File: config.mk
export PLATFORM = sky130hd
export DESIGN_NAME = soc_top
export DESIGN_NICKNAME = d
export VERILOG_FILES = /design/src/rv_pkg.sv /design/src/inst_rom.sv /design/src/rv_decode.sv /design/src/rv_trap.sv /design/src/rv_execute.sv /design/src/periph_bus.sv /design/src/soc_top.sv
export SDC_FILE = /design/constraint.sdc
export NUM_CORES = 1
export LEC_CHECK = 0
export BUFFER_PORTS_ARGS = -buffer_cell sky130_fd_sc_hd__buf_2
export CAP_MARGIN = 20
export CORE_ASPECT_RATIO = 1.2
export CORE_MARGIN = 5
export CORE_UTILIZATION = 50
export CTS_BUF_LIST = sky130_fd_sc_hd__clkbuf_2 sky130_fd_sc_hd__clkbuf_4 sky130_fd_sc_hd__clkbuf_8
export DETAILED_ROUTE_END_ITERATION = 16
export PLACE_DENSITY = 0.71
export SKIP_LAST_GASP = 1
export SYNTH_ARGS = -nofsm -noshare
export SYNTH_HDL_FRONTEND = slang
export SYNTH_HIERARCHICAL = 1
export SYNTH_SLANG_ARGS = --single-unit
File: constraint.sdc
create_clock -name clk -period 27.7 [get_ports clk]
set_input_delay 1.385 -clock clk [delete_from_list [all_inputs] [get_ports clk]]
set_output_delay 1.385 -clock clk [all_outputs]
set_load 0.1 [all_outputs]
File: src/rv_pkg.sv
`default_nettype none

package rv_pkg;

    // U-type view, used for LUI
    typedef struct packed {
        logic [19:0] imm20;
        logic [4:0]  rd;
        logic [6:0]  opcode;
    } rv_u_fmt_t;

    // R/system view, used for the custom words and MRET
    typedef struct packed {
        logic [6:0] funct7;
        logic [4:0] rs2;
        logic [4:0] rs1;
        logic [2:0] funct3;
        logic [4:0] rd;
        logic [6:0] opcode;
    } rv_sys_fmt_t;

    typedef union packed {
        rv_u_fmt_t   u_view;
        rv_sys_fmt_t sys_view;
    } rv_instr_u;

    localparam logic [6:0]  OPC_LUI         = 7'b0110111;
    localparam logic [31:0] INSTR_MRET      = 32'h0000_0000;
    localparam logic [31:0] INSTR_LOAD_KEY  = 32'hffff_ffff;       // Custom load, key -> x5
    localparam logic [31:0] INSTR_STORE_ART = 32'hffff_ff7f;       // Same word with rd = 30
    localparam logic [31:0] INSTR_RESET     = 32'h0000_0001;       // Decodes as nothing
    localparam logic [31:0] INSTR_NOP       = 32'h0000_0013;       // addi x0,x0,0 filler

    localparam logic [63:0] RAM_BASE    = 64'h0000_0000_0000_1000; // Reset PC, main program
    localparam logic [63:0] KEY_BASE    = 64'h0000_0000_1000_0000;
    localparam logic [63:0] ART_BASE    = 64'h0000_0000_1000_0008;
    localparam logic [63:0] TRAP_VECTOR = 64'h0000_0000_0000_0000; // Handler region

    localparam int ROM_WORDS = 16;

    // LUI x5 words are {imm20, 5'd5, OPC_LUI}, low 12 bits 0x2b7
    localparam logic [31:0] MAIN_PROG [0:ROM_WORDS-1] = '{
        32'h1234_52b7, INSTR_STORE_ART, INSTR_LOAD_KEY, INSTR_STORE_ART,
        INSTR_NOP,     32'habcd_e2b7,   INSTR_STORE_ART, INSTR_NOP,
        INSTR_LOAD_KEY, INSTR_STORE_ART, 32'h00f0_f2b7, INSTR_STORE_ART,
        INSTR_NOP,     INSTR_LOAD_KEY,  INSTR_STORE_ART, INSTR_NOP
    };

    // Marker, store it, return
    localparam logic [31:0] TRAP_PROG [0:ROM_WORDS-1] = '{
        32'h7eee_e2b7, INSTR_STORE_ART, INSTR_MRET, INSTR_MRET,
        INSTR_MRET,    INSTR_MRET,      INSTR_MRET, INSTR_MRET,
        INSTR_MRET,    INSTR_MRET,      INSTR_MRET, INSTR_MRET,
        INSTR_MRET,    INSTR_MRET,      INSTR_MRET, INSTR_MRET
    };

endpackage

`default_nettype wire

File: src/inst_rom.sv
`timescale 1ns/1ps
`default_nettype none

module inst_rom (
    input  wire [63:0] pc,
    output logic [31:0] instruction
);

    logic       in_trap_region; // PC below main program base
    logic [3:0] word_idx;

    assign in_trap_region = (pc < rv_pkg::RAM_BASE);
    assign word_idx       = pc[5:2]; // Both regions wrap every 16 words

    // Pure lookup, no clock
    always_comb begin
        if (in_trap_region) begin
            instruction = rv_pkg::TRAP_PROG[word_idx];
        end else begin
            instruction = rv_pkg::MAIN_PROG[word_idx];
        end
    end

endmodule

`default_nettype wire

File: src/rv_decode.sv
`timescale 1ns/1ps
`default_nettype none

module rv_decode (
    input  wire rv_pkg::rv_instr_u ir,
    output logic                   is_lui,
    output logic                   is_mret,
    output logic                   is_load,
    output logic                   is_store,
    output logic [4:0]             rd,
    output logic [63:0]            imm_u
);

    rv_pkg::rv_instr_u pat_mret;
    rv_pkg::rv_instr_u pat_load;
    rv_pkg::rv_instr_u pat_store;

    // Compare every R-type field of two words
    function automatic logic sys_match(
        input rv_pkg::rv_instr_u word,
        input rv_pkg::rv_instr_u pat
    );
        logic hi_ok;
        logic lo_ok;
        hi_ok = (word.sys_view.funct7 == pat.sys_view.funct7)
              && (word.sys_view.rs2 == pat.sys_view.rs2)
              && (word.sys_view.rs1 == pat.sys_view.rs1);
        lo_ok = (word.sys_view.funct3 == pat.sys_view.funct3)
              && (word.sys_view.rd == pat.sys_view.rd)
              && (word.sys_view.opcode == pat.sys_view.opcode);
        return hi_ok && lo_ok;
    endfunction

    assign pat_mret  = rv_pkg::INSTR_MRET;
    assign pat_load  = rv_pkg::INSTR_LOAD_KEY;
    assign pat_store = rv_pkg::INSTR_STORE_ART;

    // Only the opcode matters for LUI
    assign is_lui   = (ir.u_view.opcode == rv_pkg::OPC_LUI);
    assign is_mret  = sys_match(ir, pat_mret);   // All zero word
    assign is_load  = sys_match(ir, pat_load);
    assign is_store = sys_match(ir, pat_store);  // Differs from load in rd only

    assign rd = ir.u_view.rd;

    // Sign extend from bit 31, low 12 bits zero
    assign imm_u = {{32{ir.u_view.imm20[19]}}, ir.u_view.imm20, 12'b0};

endmodule

`default_nettype wire

File: src/rv_trap.sv
`timescale 1ns/1ps
`default_nettype none

module rv_trap #(
    parameter int XLEN = 64
) (
    input  wire            clk,
    input  wire            reset,
    input  wire [3:0]      interrupt_vector,
    input  wire [XLEN-1:0] pc,
    input  wire            mret_commit,        // Handler return retired
    output logic           take_trap,
    output logic [XLEN-1:0] mepc,
    output logic           interrupt_pending,
    output logic           interrupt_ack
);

    logic vector_hit;

    // Only external cause 1 is serviced
    assign vector_hit = (interrupt_vector == 4'd1);

    // Masked while a trap is in service, so a held request fires once
    assign take_trap = vector_hit && !interrupt_pending;

    always_ff @(posedge clk or negedge reset) begin
        if (!reset) begin
            interrupt_pending <= 1'b0;
            interrupt_ack     <= 1'b0;
        end else begin
            interrupt_ack <= take_trap; // One cycle, pending blocks a repeat
            if (take_trap) begin
                interrupt_pending <= 1'b1;
            end else if (mret_commit) begin
                interrupt_pending <= 1'b0;
            end
        end
    end

    // Return address is the next fetch address at the trap edge
    always_ff @(posedge clk) begin
        if (take_trap) begin
            mepc <= pc;
        end
    end

endmodule

`default_nettype wire

File: src/rv_execute.sv
`timescale 1ns/1ps
`default_nettype none

module rv_execute #(
    parameter int XLEN     = 64,
    parameter int NUM_REGS = 32
) (
    input  wire                clk,
    input  wire                reset,
    input  wire [31:0]         instruction,     // From ROM at pc
    input  wire                is_lui,
    input  wire                is_mret,
    input  wire                is_load,
    input  wire                is_store,
    input  wire [4:0]          rd,
    input  wire [XLEN-1:0]     imm_u,
    input  wire                take_trap,
    input  wire [XLEN-1:0]     mepc,
    output rv_pkg::rv_instr_u  ir,
    output logic [XLEN-1:0]    pc,
    output logic               mret_commit,
    output logic               heartbeat,
    output logic [XLEN-1:0]    bus_address,
    output logic [XLEN-1:0]    bus_write_data,
    output logic               bus_write_enable,
    output logic               bus_read_enable,
    input  wire [XLEN-1:0]     bus_read_data
);

    logic [XLEN-1:0] regs [NUM_REGS];   // x5 is the only one read back

    logic            bubble;            // Slot in ir is discarded
    logic            lb_step;           // Load waits for its re-fetch
    logic            exec_slot;
    logic            load_issue;
    logic            load_finish;
    logic            store_fire;
    logic            reg_we;
    logic [4:0]      reg_waddr;
    logic [XLEN-1:0] reg_wdata;

    assign exec_slot   = !bubble;
    assign load_issue  = exec_slot && is_load && !lb_step && !take_trap; // Dropped on a trap
    assign load_finish = exec_slot && is_load && lb_step;
    assign store_fire  = exec_slot && is_store;
    assign mret_commit = exec_slot && is_mret && !take_trap;

    // LUI and the load result share one write port, x0 stays zero
    assign reg_we    = (exec_slot && is_lui && (rd != 5'd0)) || load_finish;
    assign reg_waddr = load_finish ? 5'd5 : rd;
    assign reg_wdata = load_finish ? bus_read_data : imm_u;

    // Fetch register and heartbeat
    always_ff @(posedge clk or negedge reset) begin
        if (!reset) begin
            ir        <= rv_pkg::INSTR_RESET;
            heartbeat <= 1'b0;
        end else begin
            ir        <= instruction;
            heartbeat <= ~heartbeat;
        end
    end

    always_ff @(posedge clk) begin
        if (reg_we) begin
            regs[reg_waddr] <= reg_wdata;
        end
    end

    // PC and slot control, trap > bubble > decoded op
    always_ff @(posedge clk or negedge reset) begin
        if (!reset) begin
            pc               <= rv_pkg::RAM_BASE;
            bubble           <= 1'b0;
            lb_step          <= 1'b0;
            bus_read_enable  <= 1'b0;
            bus_write_enable <= 1'b0;
        end else begin
            pc               <= pc + 4;      // Default sequential fetch
            bus_write_enable <= store_fire;  // A live store still retires beside a trap
            if (take_trap) begin
                pc              <= rv_pkg::TRAP_VECTOR;
                bubble          <= 1'b1;     // Kill the word fetched this edge
                lb_step         <= 1'b0;     // Interrupted load restarts from its issue
                bus_read_enable <= 1'b0;
            end else if (bubble) begin
                bubble <= 1'b0;              // Read strobe held across the load bubble
            end else if (mret_commit) begin
                pc     <= mepc;
                bubble <= 1'b1;
            end else if (load_issue) begin
                pc              <= pc - 4;   // Point back at the load so it is re-fetched
                bubble          <= 1'b1;
                lb_step         <= 1'b1;
                bus_read_enable <= 1'b1;
            end else if (load_finish) begin
                lb_step         <= 1'b0;
                bus_read_enable <= 1'b0;
            end
        end
    end

    // Bus payload, only meaningful with a strobe
    always_ff @(posedge clk) begin
        if (store_fire) begin
            bus_address    <= rv_pkg::ART_BASE;
            bus_write_data <= regs[5];
        end else if (load_issue) begin
            bus_address <= rv_pkg::KEY_BASE;
        end
    end

endmodule

`default_nettype wire

File: src/periph_bus.sv
`timescale 1ns/1ps
`default_nettype none

module periph_bus #(
    parameter int XLEN = 64
) (
    input  wire             clk,
    input  wire             reset,
    input  wire [XLEN-1:0]  bus_address,
    input  wire [XLEN-1:0]  bus_write_data,
    input  wire             bus_write_enable,
    input  wire             bus_read_enable,
    output logic [XLEN-1:0] bus_read_data,
    input  wire [XLEN-1:0]  key_data,        // Key port, sampled on read
    output logic [XLEN-1:0] art_data,
    output logic            art_strobe       // One pulse per art write
);

    logic key_hit;
    logic art_hit;
    logic art_write;

    // Address decode
    assign key_hit   = (bus_address == rv_pkg::KEY_BASE);
    assign art_hit   = (bus_address == rv_pkg::ART_BASE);
    assign art_write = bus_write_enable && art_hit; // Other addresses fall on the floor

    // Read path is combinational, zero when idle
    assign bus_read_data = (bus_read_enable && key_hit) ? key_data : '0;

    always_ff @(posedge clk or negedge reset) begin
        if (!reset) begin
            art_strobe <= 1'b0;
        end else begin
            art_strobe <= art_write;
        end
    end

    // Art value lines up with its strobe
    always_ff @(posedge clk) begin
        if (art_write) begin
            art_data <= bus_write_data;
        end
    end

endmodule

`default_nettype wire

File: src/soc_top.sv
`timescale 1ns/1ps
`default_nettype none

module soc_top #(
    parameter int XLEN     = 64,
    parameter int NUM_REGS = 32
) (
    input  wire             clk,
    input  wire             reset,
    input  wire [3:0]       interrupt_vector,
    input  wire [XLEN-1:0]  key_data,
    output logic [XLEN-1:0] art_data,
    output logic            art_strobe,
    output logic            interrupt_ack,
    output logic            interrupt_pending,
    output logic            heartbeat,
    output logic [XLEN-1:0] pc
);

    logic [31:0]       instruction;
    rv_pkg::rv_instr_u ir;

    // Decoder results
    logic              is_lui;
    logic              is_mret;
    logic              is_load;
    logic              is_store;
    logic [4:0]        rd;
    logic [63:0]       imm_u;

    // Trap unit handshake with execute
    logic              take_trap;
    logic              mret_commit;
    logic [XLEN-1:0]   mepc;

    // Peripheral bus
    logic [XLEN-1:0]   bus_address;
    logic [XLEN-1:0]   bus_write_data;
    logic              bus_write_enable;
    logic              bus_read_enable;
    logic [XLEN-1:0]   bus_read_data;

    inst_rom i_inst_rom (
        .pc          (pc),
        .instruction (instruction)
    );

    rv_decode i_rv_decode (
        .ir       (ir),
        .is_lui   (is_lui),
        .is_mret  (is_mret),
        .is_load  (is_load),
        .is_store (is_store),
        .rd       (rd),
        .imm_u    (imm_u)
    );

    rv_trap #(
        .XLEN (XLEN)
    ) i_rv_trap (
        .clk               (clk),
        .reset             (reset),
        .interrupt_vector  (interrupt_vector),
        .pc                (pc),
        .mret_commit       (mret_commit),
        .take_trap         (take_trap),
        .mepc              (mepc),
        .interrupt_pending (interrupt_pending),
        .interrupt_ack     (interrupt_ack)
    );

    rv_execute #(
        .XLEN     (XLEN),
        .NUM_REGS (NUM_REGS)
    ) i_rv_execute (
        .clk              (clk),
        .reset            (reset),
        .instruction      (instruction),
        .is_lui           (is_lui),
        .is_mret          (is_mret),
        .is_load          (is_load),
        .is_store         (is_store),
        .rd               (rd),
        .imm_u            (imm_u),
        .take_trap        (take_trap),
        .mepc             (mepc),
        .ir               (ir),
        .pc               (pc),
        .mret_commit      (mret_commit),
        .heartbeat        (heartbeat),
        .bus_address      (bus_address),
        .bus_write_data   (bus_write_data),
        .bus_write_enable (bus_write_enable),
        .bus_read_enable  (bus_read_enable),
        .bus_read_data    (bus_read_data)
    );

    periph_bus #(
        .XLEN (XLEN)
    ) i_periph_bus (
        .clk              (clk),
        .reset            (reset),
        .bus_address      (bus_address),
        .bus_write_data   (bus_write_data),
        .bus_write_enable (bus_write_enable),
        .bus_read_enable  (bus_read_enable),
        .bus_read_data    (bus_read_data),
        .key_data         (key_data),
        .art_data         (art_data),
        .art_strobe       (art_strobe)
    );

endmodule

`default_nettype wire

Word level (Yosys, flattened, before mapping) --
Memory sizes are Yosys's and may differ from the RTL's. A register that Yosys moved wholly into a read port is not among the register bits. Index checks and enable logic that the tools add are counted.
Word-level totals: RAM bits 2048, logic and storage cells 98, output and inout bits 132, flip-flop bits (word level) 232, input bits 70, memories kept 3, ROM bits 1024
Operators by class: $add $sub $neg 2, reductions and logical operators 40, eq/ne operators 11, $lt $le $gt $ge 2, bitwise gates (word level) 3, muxes and demuxes 25
Memory list:
- i_rv_execute.regs | words 32, width 64, read ports 1, clocked after Yosys merged registers in 1, wr ports 1, line rv_execute.sv:30 | logic [XLEN-1:0] regs [NUM_REGS];
- (no name shown) | words 16, width 32, read ports 1, clocked after Yosys merged registers in 0, wr ports 0, line inst_rom.sv:18 | instruction = rv_pkg::TRAP_PROG[word_idx];
- (no name shown) | words 16, width 32, read ports 1, clocked after Yosys merged registers in 0, wr ports 0, line inst_rom.sv:20 | instruction = rv_pkg::MAIN_PROG[word_idx];
Operators with widths (count):
- 2-to-1 mux 64 bit | 6
- 2-to-1 mux 32 bit | 5
- adder 64 x 3 -> 64 bit, second input constant | 1
- less-than comparator 64 x 13 -> 1 bit, second input constant | 1
- subtractor 64 x 3 -> 64 bit, second input constant | 1
- logical AND 1 bit | 25
- equality test 5 bit, second input constant | 4
- logical NOT 5 bit | 3
- equality test 7 bit, second input constant | 2
- logical NOT 7 bit | 2
- 2-to-1 mux 1 bit | 13
- equality test 7 x 6 -> 1 bit, second input constant | 1
- greater-or-equal comparator 5 bit, second input constant | 1
- 2-to-1 mux 5 bit | 1
- NOT 4 -> 5 bit | 1
- nonzero test 5 bit | 1
- equality test 4 x 1 -> 1 bit, second input constant | 1
- logical NOT 1 bit | 4
- inequality test 2 x 1 -> 1 bit, second input constant | 2
- equality test 3 bit, second input constant | 1
- logical NOT 3 bit | 1
- AND reduction 3 bit | 1
- nonzero test 3 bit | 1
- NOT 1 bit | 2
- 2 further kinds | 2

Longest topological paths before layout --
depth in word-level cells 11, depth in mapped cells 11, mapped depth without buffers 10

Hierarchy --
Netlist, hierarchy kept.
Modules (own cells, without submodules):
- rv_execute | area an instance 11632.4 um^2, cells each 1022, instances 1
- periph_bus | area an instance 3016.6 um^2, cells each 237, instances 1
- rv_trap | area an instance 2014.4 um^2, cells each 70, instances 1
- rv_decode | area an instance 681.9 um^2, cells each 96, instances 1
- inst_rom | area an instance 594.3 um^2, cells each 82, instances 1

Least setup slack after synthesis --
OpenSTA, ideal clock, no wires.
kind input -> register, start input interrupt_vector[3], end register i_rv_execute.pc[14], path slack 17.161 ns, library setup time 0.078 ns, buffers on the path 1, cell stages on the path 9, arrival time 10.461 ns, cell sequence nor4_1 -> or4b_2 -> buf_2 -> nand4_1 -> or2_2 -> nor2_1 -> nor3_1 -> or3b_2 -> a21oi_1
On the way: word-level cells in the longest chain between the ends 8, elaborated cells between the ends (all ways) 9, those cells by class eq/ne: 1; mux: 4; reduce/logical: 4
RTL lines:
- from (decl) | line soc_top.sv:10 | input wire [3:0] interrupt_vector,
- equality test 4 x 1 -> 1 bit (*) | line rv_trap.sv:21 | assign vector_hit = (interrupt_vector == 4'd1);
- logical AND 1 bit (*) | line rv_trap.sv:24 | assign take_trap = vector_hit && !interrupt_pending;
- logical NOT 1 bit | line rv_execute.sv:43, rv_execute.sv:46
- logical AND 1 bit | line rv_execute.sv:43 | assign load_issue = exec_slot && is_load && !lb_step && !take_trap;
- 2-to-1 mux 64 bit | line rv_execute.sv:91 | end else if (load_issue) begin
- 2-to-1 mux 64 bit | line rv_execute.sv:88 | end else if (mret_commit) begin
- 2-to-1 mux 64 bit | line rv_execute.sv:86 | end else if (bubble) begin
- 2-to-1 mux 64 bit (*) | line rv_execute.sv:81 | if (take_trap) begin
- to (signal assigned) | line rv_execute.sv:82 | pc <= rv_pkg::TRAP_VECTOR;
- to (signal assigned) | line rv_execute.sv:89 | pc <= mepc;
- to (signal assigned) | line rv_execute.sv:92 | pc <= pc - 4;
- to (decl) | line rv_execute.sv:20 | output logic [XLEN-1:0] pc,
Every way passes the cells marked *; elsewhere a longest branch is shown, timed or not. A chain may end at the register's enable or synchronous reset.

Final worst setup path --
start register i_rv_execute/ir[31] (netlist bit), end register i_rv_execute.pc[40]
On the way: word-level cells in the longest chain between the ends 11, elaborated cells between the ends (all ways) 17, those cells by class eq/ne: 1; mux: 4; reduce/logical: 12
RTL lines:
- from (decl) | line rv_execute.sv:19 | output rv_pkg::rv_instr_u ir,
- from (signal assigned) | line rv_execute.sv:56 | ir <= rv_pkg::INSTR_RESET;
- from (signal assigned) | line rv_execute.sv:59 | ir <= instruction;
- equality test 7 bit | line rv_decode.sv:25 | hi_ok = (word.sys_view.funct7 == pat.sys_view.funct7)
- logical AND 1 bit | line rv_decode.sv:26 | && (word.sys_view.rs2 == pat.sys_view.rs2)
- logical AND 1 bit | line rv_decode.sv:27 | && (word.sys_view.rs1 == pat.sys_view.rs1);
- logical AND 1 bit | line rv_decode.sv:31 | return hi_ok && lo_ok;
- net is_load | line soc_top.sv:26 | logic is_load;
- logical AND 1 bit (3 in a row) | line rv_execute.sv:43
- 2-to-1 mux 64 bit | line rv_execute.sv:91
- 2-to-1 mux 64 bit | line rv_execute.sv:88
- 2-to-1 mux 64 bit | line rv_execute.sv:86
- 2-to-1 mux 64 bit | line rv_execute.sv:81
The timed path passes the listed nets, and every way through them passes these cells.

==> results.tsv <==
stage	metric	value	unit
clock_tree	cts_buffers	55	
power_and_ir_drop	power.density	87.9	nW/um^2
sta	rsz0062_at_grt	no	
logic_synthesis	syn-cell-area	17900	sq um
global_route	grt_max_degree	79	
sta	finalMaxSlewViolations	0	
logic_synthesis	ys_warn_count	6	
sta	slew_headroom	0.202	
floorplanning	fp.dieW	183	um
logic_synthesis	ys.flop_type	edfxtp_1	
setup_path	reg2reg_depth	10	
setup_path	start_kind	register	
logic_synthesis	synth.area.mux_share	0.0481	
cells_and_area	design_area	19500	sq um
sta	max_clock_freq	216	MHz
logic_synthesis	yosysTopAreaCellShare	0.429	
setup_path	critPathBufInv	1	
drt	firstDrtPassIters	5	
setup_path	r2r-start	i_rv_execute/ir[31]	
logic_synthesis	yosys.area_share.simple	0.194	
setup_path	cp.arrival	5120	ps
cells_and_area	drive_gt1_frac	0.277	
setup_path	critPathMaxStageDelay	1030	ps
sta	hold_violations	0	
drt	via_count	11900	
clock_tree	hold_buffers	0	
global_route	grt_pass1_vias	11900	
setup_path	crit_chain	nand4_1, or4_1, nor4_1, nor4b_4, buf_4, nand4_1, nor3_1, a32oi_1, xor2_1, a221oi_1	
power_and_ir_drop	power.leakage	7.04	nW
clock_tree	clk_latency	610	ps
cells_and_area	syn_to_final_growth	8.84	%
setup_path	cp_common_cell	nand4_1	
placement	postPlaceCellArea	18400	sq um
clock_tree	clockRootBuffer	clkbuf_8	
floorplanning	num_rows	76	
logic_synthesis	syn-instance-count	1507	
logic_synthesis	synth_seq_cells	360	
global_route	grt_pass1_wl	66000	um
logic_synthesis	async_flop_share	0.286	
hold_path	min_from	i_rv_execute/regs[5][13]	
logic_synthesis	ys_seq_area_frac	0.573	
sta	fin_crit_sh	0.167	
sta	post-route-min-period	4620	ps
logic_synthesis	synth_top_family_by_area	simple AND/OR/NAND/NOR gates	
logic_synthesis	synth_xor_area_frac	0.0361	
setup_path	critical_path_class	reg2reg	
clock_tree	cts_tree	built	
drt	drt-initial-drc-count	813	
clock_tree	cts_buffer_depth	3	
cells_and_area	final_nets	1693	
setup_path	r2r_setup_slack	23080	ps
drt	routedWlPerCell	19.5	um
setup_path	cp_top_family	simple AND/OR/NAND/NOR gates	
floorplanning	die_h	217	um
placement	gp_congestion	0.919	
setup_path	r2r-end	i_rv_execute/pc[40]	
logic_synthesis	synth-edff-count	256	
logic_synthesis	synth_top_cell_by_area	edfxtp_1	
clock_tree	cts_resized	0	
run	drv_cap	0	
clock_tree	clock_sinks	360	
clock_tree	h-tree-depth	2	
sta	max_slew.worst_pin.slew	1190	ps
logic_synthesis	ys_types	76	
hold_path	hold_path_depth	0	
placement	hpwl	27600	um
cells_and_area	fill_cells	3113	
global_route	grt_antenna_before_repair	1	
logic_synthesis	yosysMostFrequentCell	edfxtp_1	
sta	finalSetupViolations	0	
cells_and_area	multi_input_area	6360	sq um
logic_synthesis	synthAdderAreaFrac	0.00488	
floorplanning	die-area	39800	sq um
drt	viasPerCell	5.61	
setup_path	cpMaxStageDelayCell	dfrtp_1	
setup_path	endpoint_kind	register	
drt	ant_nets	0	
power_and_ir_drop	max-vdd-ir-drop	0.000102	V
global_route	overflow	0	
floorplanning	start_util	0.503	
drt	wl	41600	um
logic_synthesis	yosys-top-cells-count	edfxtp_1, nand2_1, buf_4	
logic_synthesis	avgSynthCellArea	11.9	sq um
sta	fin_tns_setup	0	ps
floorplanning	ioPinCount	202	
placement	numPortBuffers	201	
hold_path	whs_endpoint	i_rv_execute/bus_write_data[13]	
logic_synthesis	synth_area_leaders	edfxtp_1, dfrtp_1, buf_4	
sta	hold_ws	403	ps
clock_tree	postCtsSetupBuffers	0	
sta	finalClockSkew	30.0	ps
setup_path	crit_required	28200	ps
floorplanning	core_area	35700	sq um
setup_path	crit_path_max_fanout	37	
hold_path	hold_class	reg2reg	
cells_and_area	area.sequential	10300	sq um
clock_tree	clk_pin_slew	70	ps
logic_synthesis	synth-compound-area-share	0.0538	
drt	drcViolationCount	0	
status	status	finished, final reports clean	
global_route	grt_usage	0.206	
## worst reg2reg max path: stages, from the launching register on
cell and delay, ps:
dfrtp_1 1030, nand4_1 170, or4_1 560, nor4_1 600, nor4b_4 300, buf_4 430
nand4_1 270, nor3_1 520, a32oi_1 210, xor2_1 180, a221oi_1 270
## worst max path at each step
| stage | startpoint | endpoint | slack (ps) | cells after the start |
|---|---|---|---|---|
| 2_1_floorplan | interrupt_vector[3] | i_rv_execute/pc[14] | 17160 | 9 |
| 3_3_place_gp | i_rv_execute/ir[31] | i_rv_execute/pc[14] | 23230 | 10 |
| 3_5_place_dp | i_rv_execute/ir[31] | i_rv_execute/pc[17] | 23130 | 11 |
| 4_1_cts | i_rv_execute/ir[31] | i_rv_execute/pc[17] | 23110 | 11 |
| 5_1_grt | i_rv_execute/ir[31] | i_rv_execute/pc[17] | 22650 | 11 |
| 6_report | i_rv_execute/ir[31] | i_rv_execute/pc[40] | 23080 | 10 |
## final cells by class
cell class,instances,share of cell area
diodes,1,0.000128
clock buffers,78,0.0486
clock inverters,25,0.00897
inverters,13,0.00250
multi-input cells,971,0.326
flip-flops and latches,360,0.527
well taps,468,0.0300
repair buffers,215,0.0569
## layout by cell type, fill, tap and decap left out, drive strengths merged, types with 15 or more instances in the layout
cell type and instances:
nand2 157, and3 15, clkbuf 78, a21oi 49, clkinv 19, nor3 107
xor2 34, nand4 41, conb 75, nand3b 15, buf 215, nand3 33
mux2 65, dfrtp 101, inv 15, nor2 62, or4 18, o21ai 20
nor4 68, edfxtp 256, xnor2 40
## power by group
group          internal (W)  total, W  switching [W]
Combinational      0.000131  0.000495       0.000364
Clock              0.000241  0.000442       0.000201
Sequential         0.000650  0.000781       0.000130
Total               0.00102   0.00172       0.000695
## routing by layer
layer | vias to the layer above | wire length [um] | global-route usage
met5 | - | 0 | 0
met4 | 0 | 1030 | 0.0606
met3 | 80 | 2810 | 0.0344
met2 | 468 | 20800 | 0.351
met1 | 5845 | 17000 | 0.272
li1 | 5556 | - | -
## flip-flops by register name, summed over array words and instances, names as in the netlist
register and flops:
i_periph_bus/art_data 64, i_rv_execute/bus_write_data 64, i_rv_execute/pc 64, i_rv_execute/regs 64, i_rv_trap/mepc 64, i_rv_execute/ir 32
i_periph_bus/art_strobe 1, i_rv_execute/bubble 1, i_rv_execute/bus_address 1, i_rv_execute/bus_write_enable 1, i_rv_execute/heartbeat 1, i_rv_execute/lb_step 1
i_rv_trap/interrupt_ack 1, i_rv_trap/interrupt_pending 1
## per-stage QoR
| stage | setup slack [ps] | std cells | power [W] | utilization |
|---|---|---|---|---|
| 6_report | 23080 | 2131 | 0.00172 | 0.548 |
| 5_1_grt | 22650 | 2131 | 0.00180 | 0.548 |
| 4_1_cts | 23110 | 2130 | 0.00173 | 0.547 |
| 3_5_place_dp | 23130 | 2027 | 0.00128 | 0.516 |
| 3_3_place_gp | 23230 | 2026 | 0.00128 | 0.516 |
| 2_1_floorplan | 17160 | 1579 | 0.00125 | - |
## cells by family (layout without fill, tap and decap cells)
group / count (synthesis) / count (layout)
AO/OA/AOI/OAI: 144 / 144
multiplexers: 78 / 78
other: 3 / 76
AND/OR/NAND/NOR: 593 / 593
adder cells (fa/ha/maj): 7 / 7
XOR/XNOR: 74 / 74
flip-flops: 360 / 360
buffers and inverters: 248 / 331
Power figures use the tool's default switching activity.
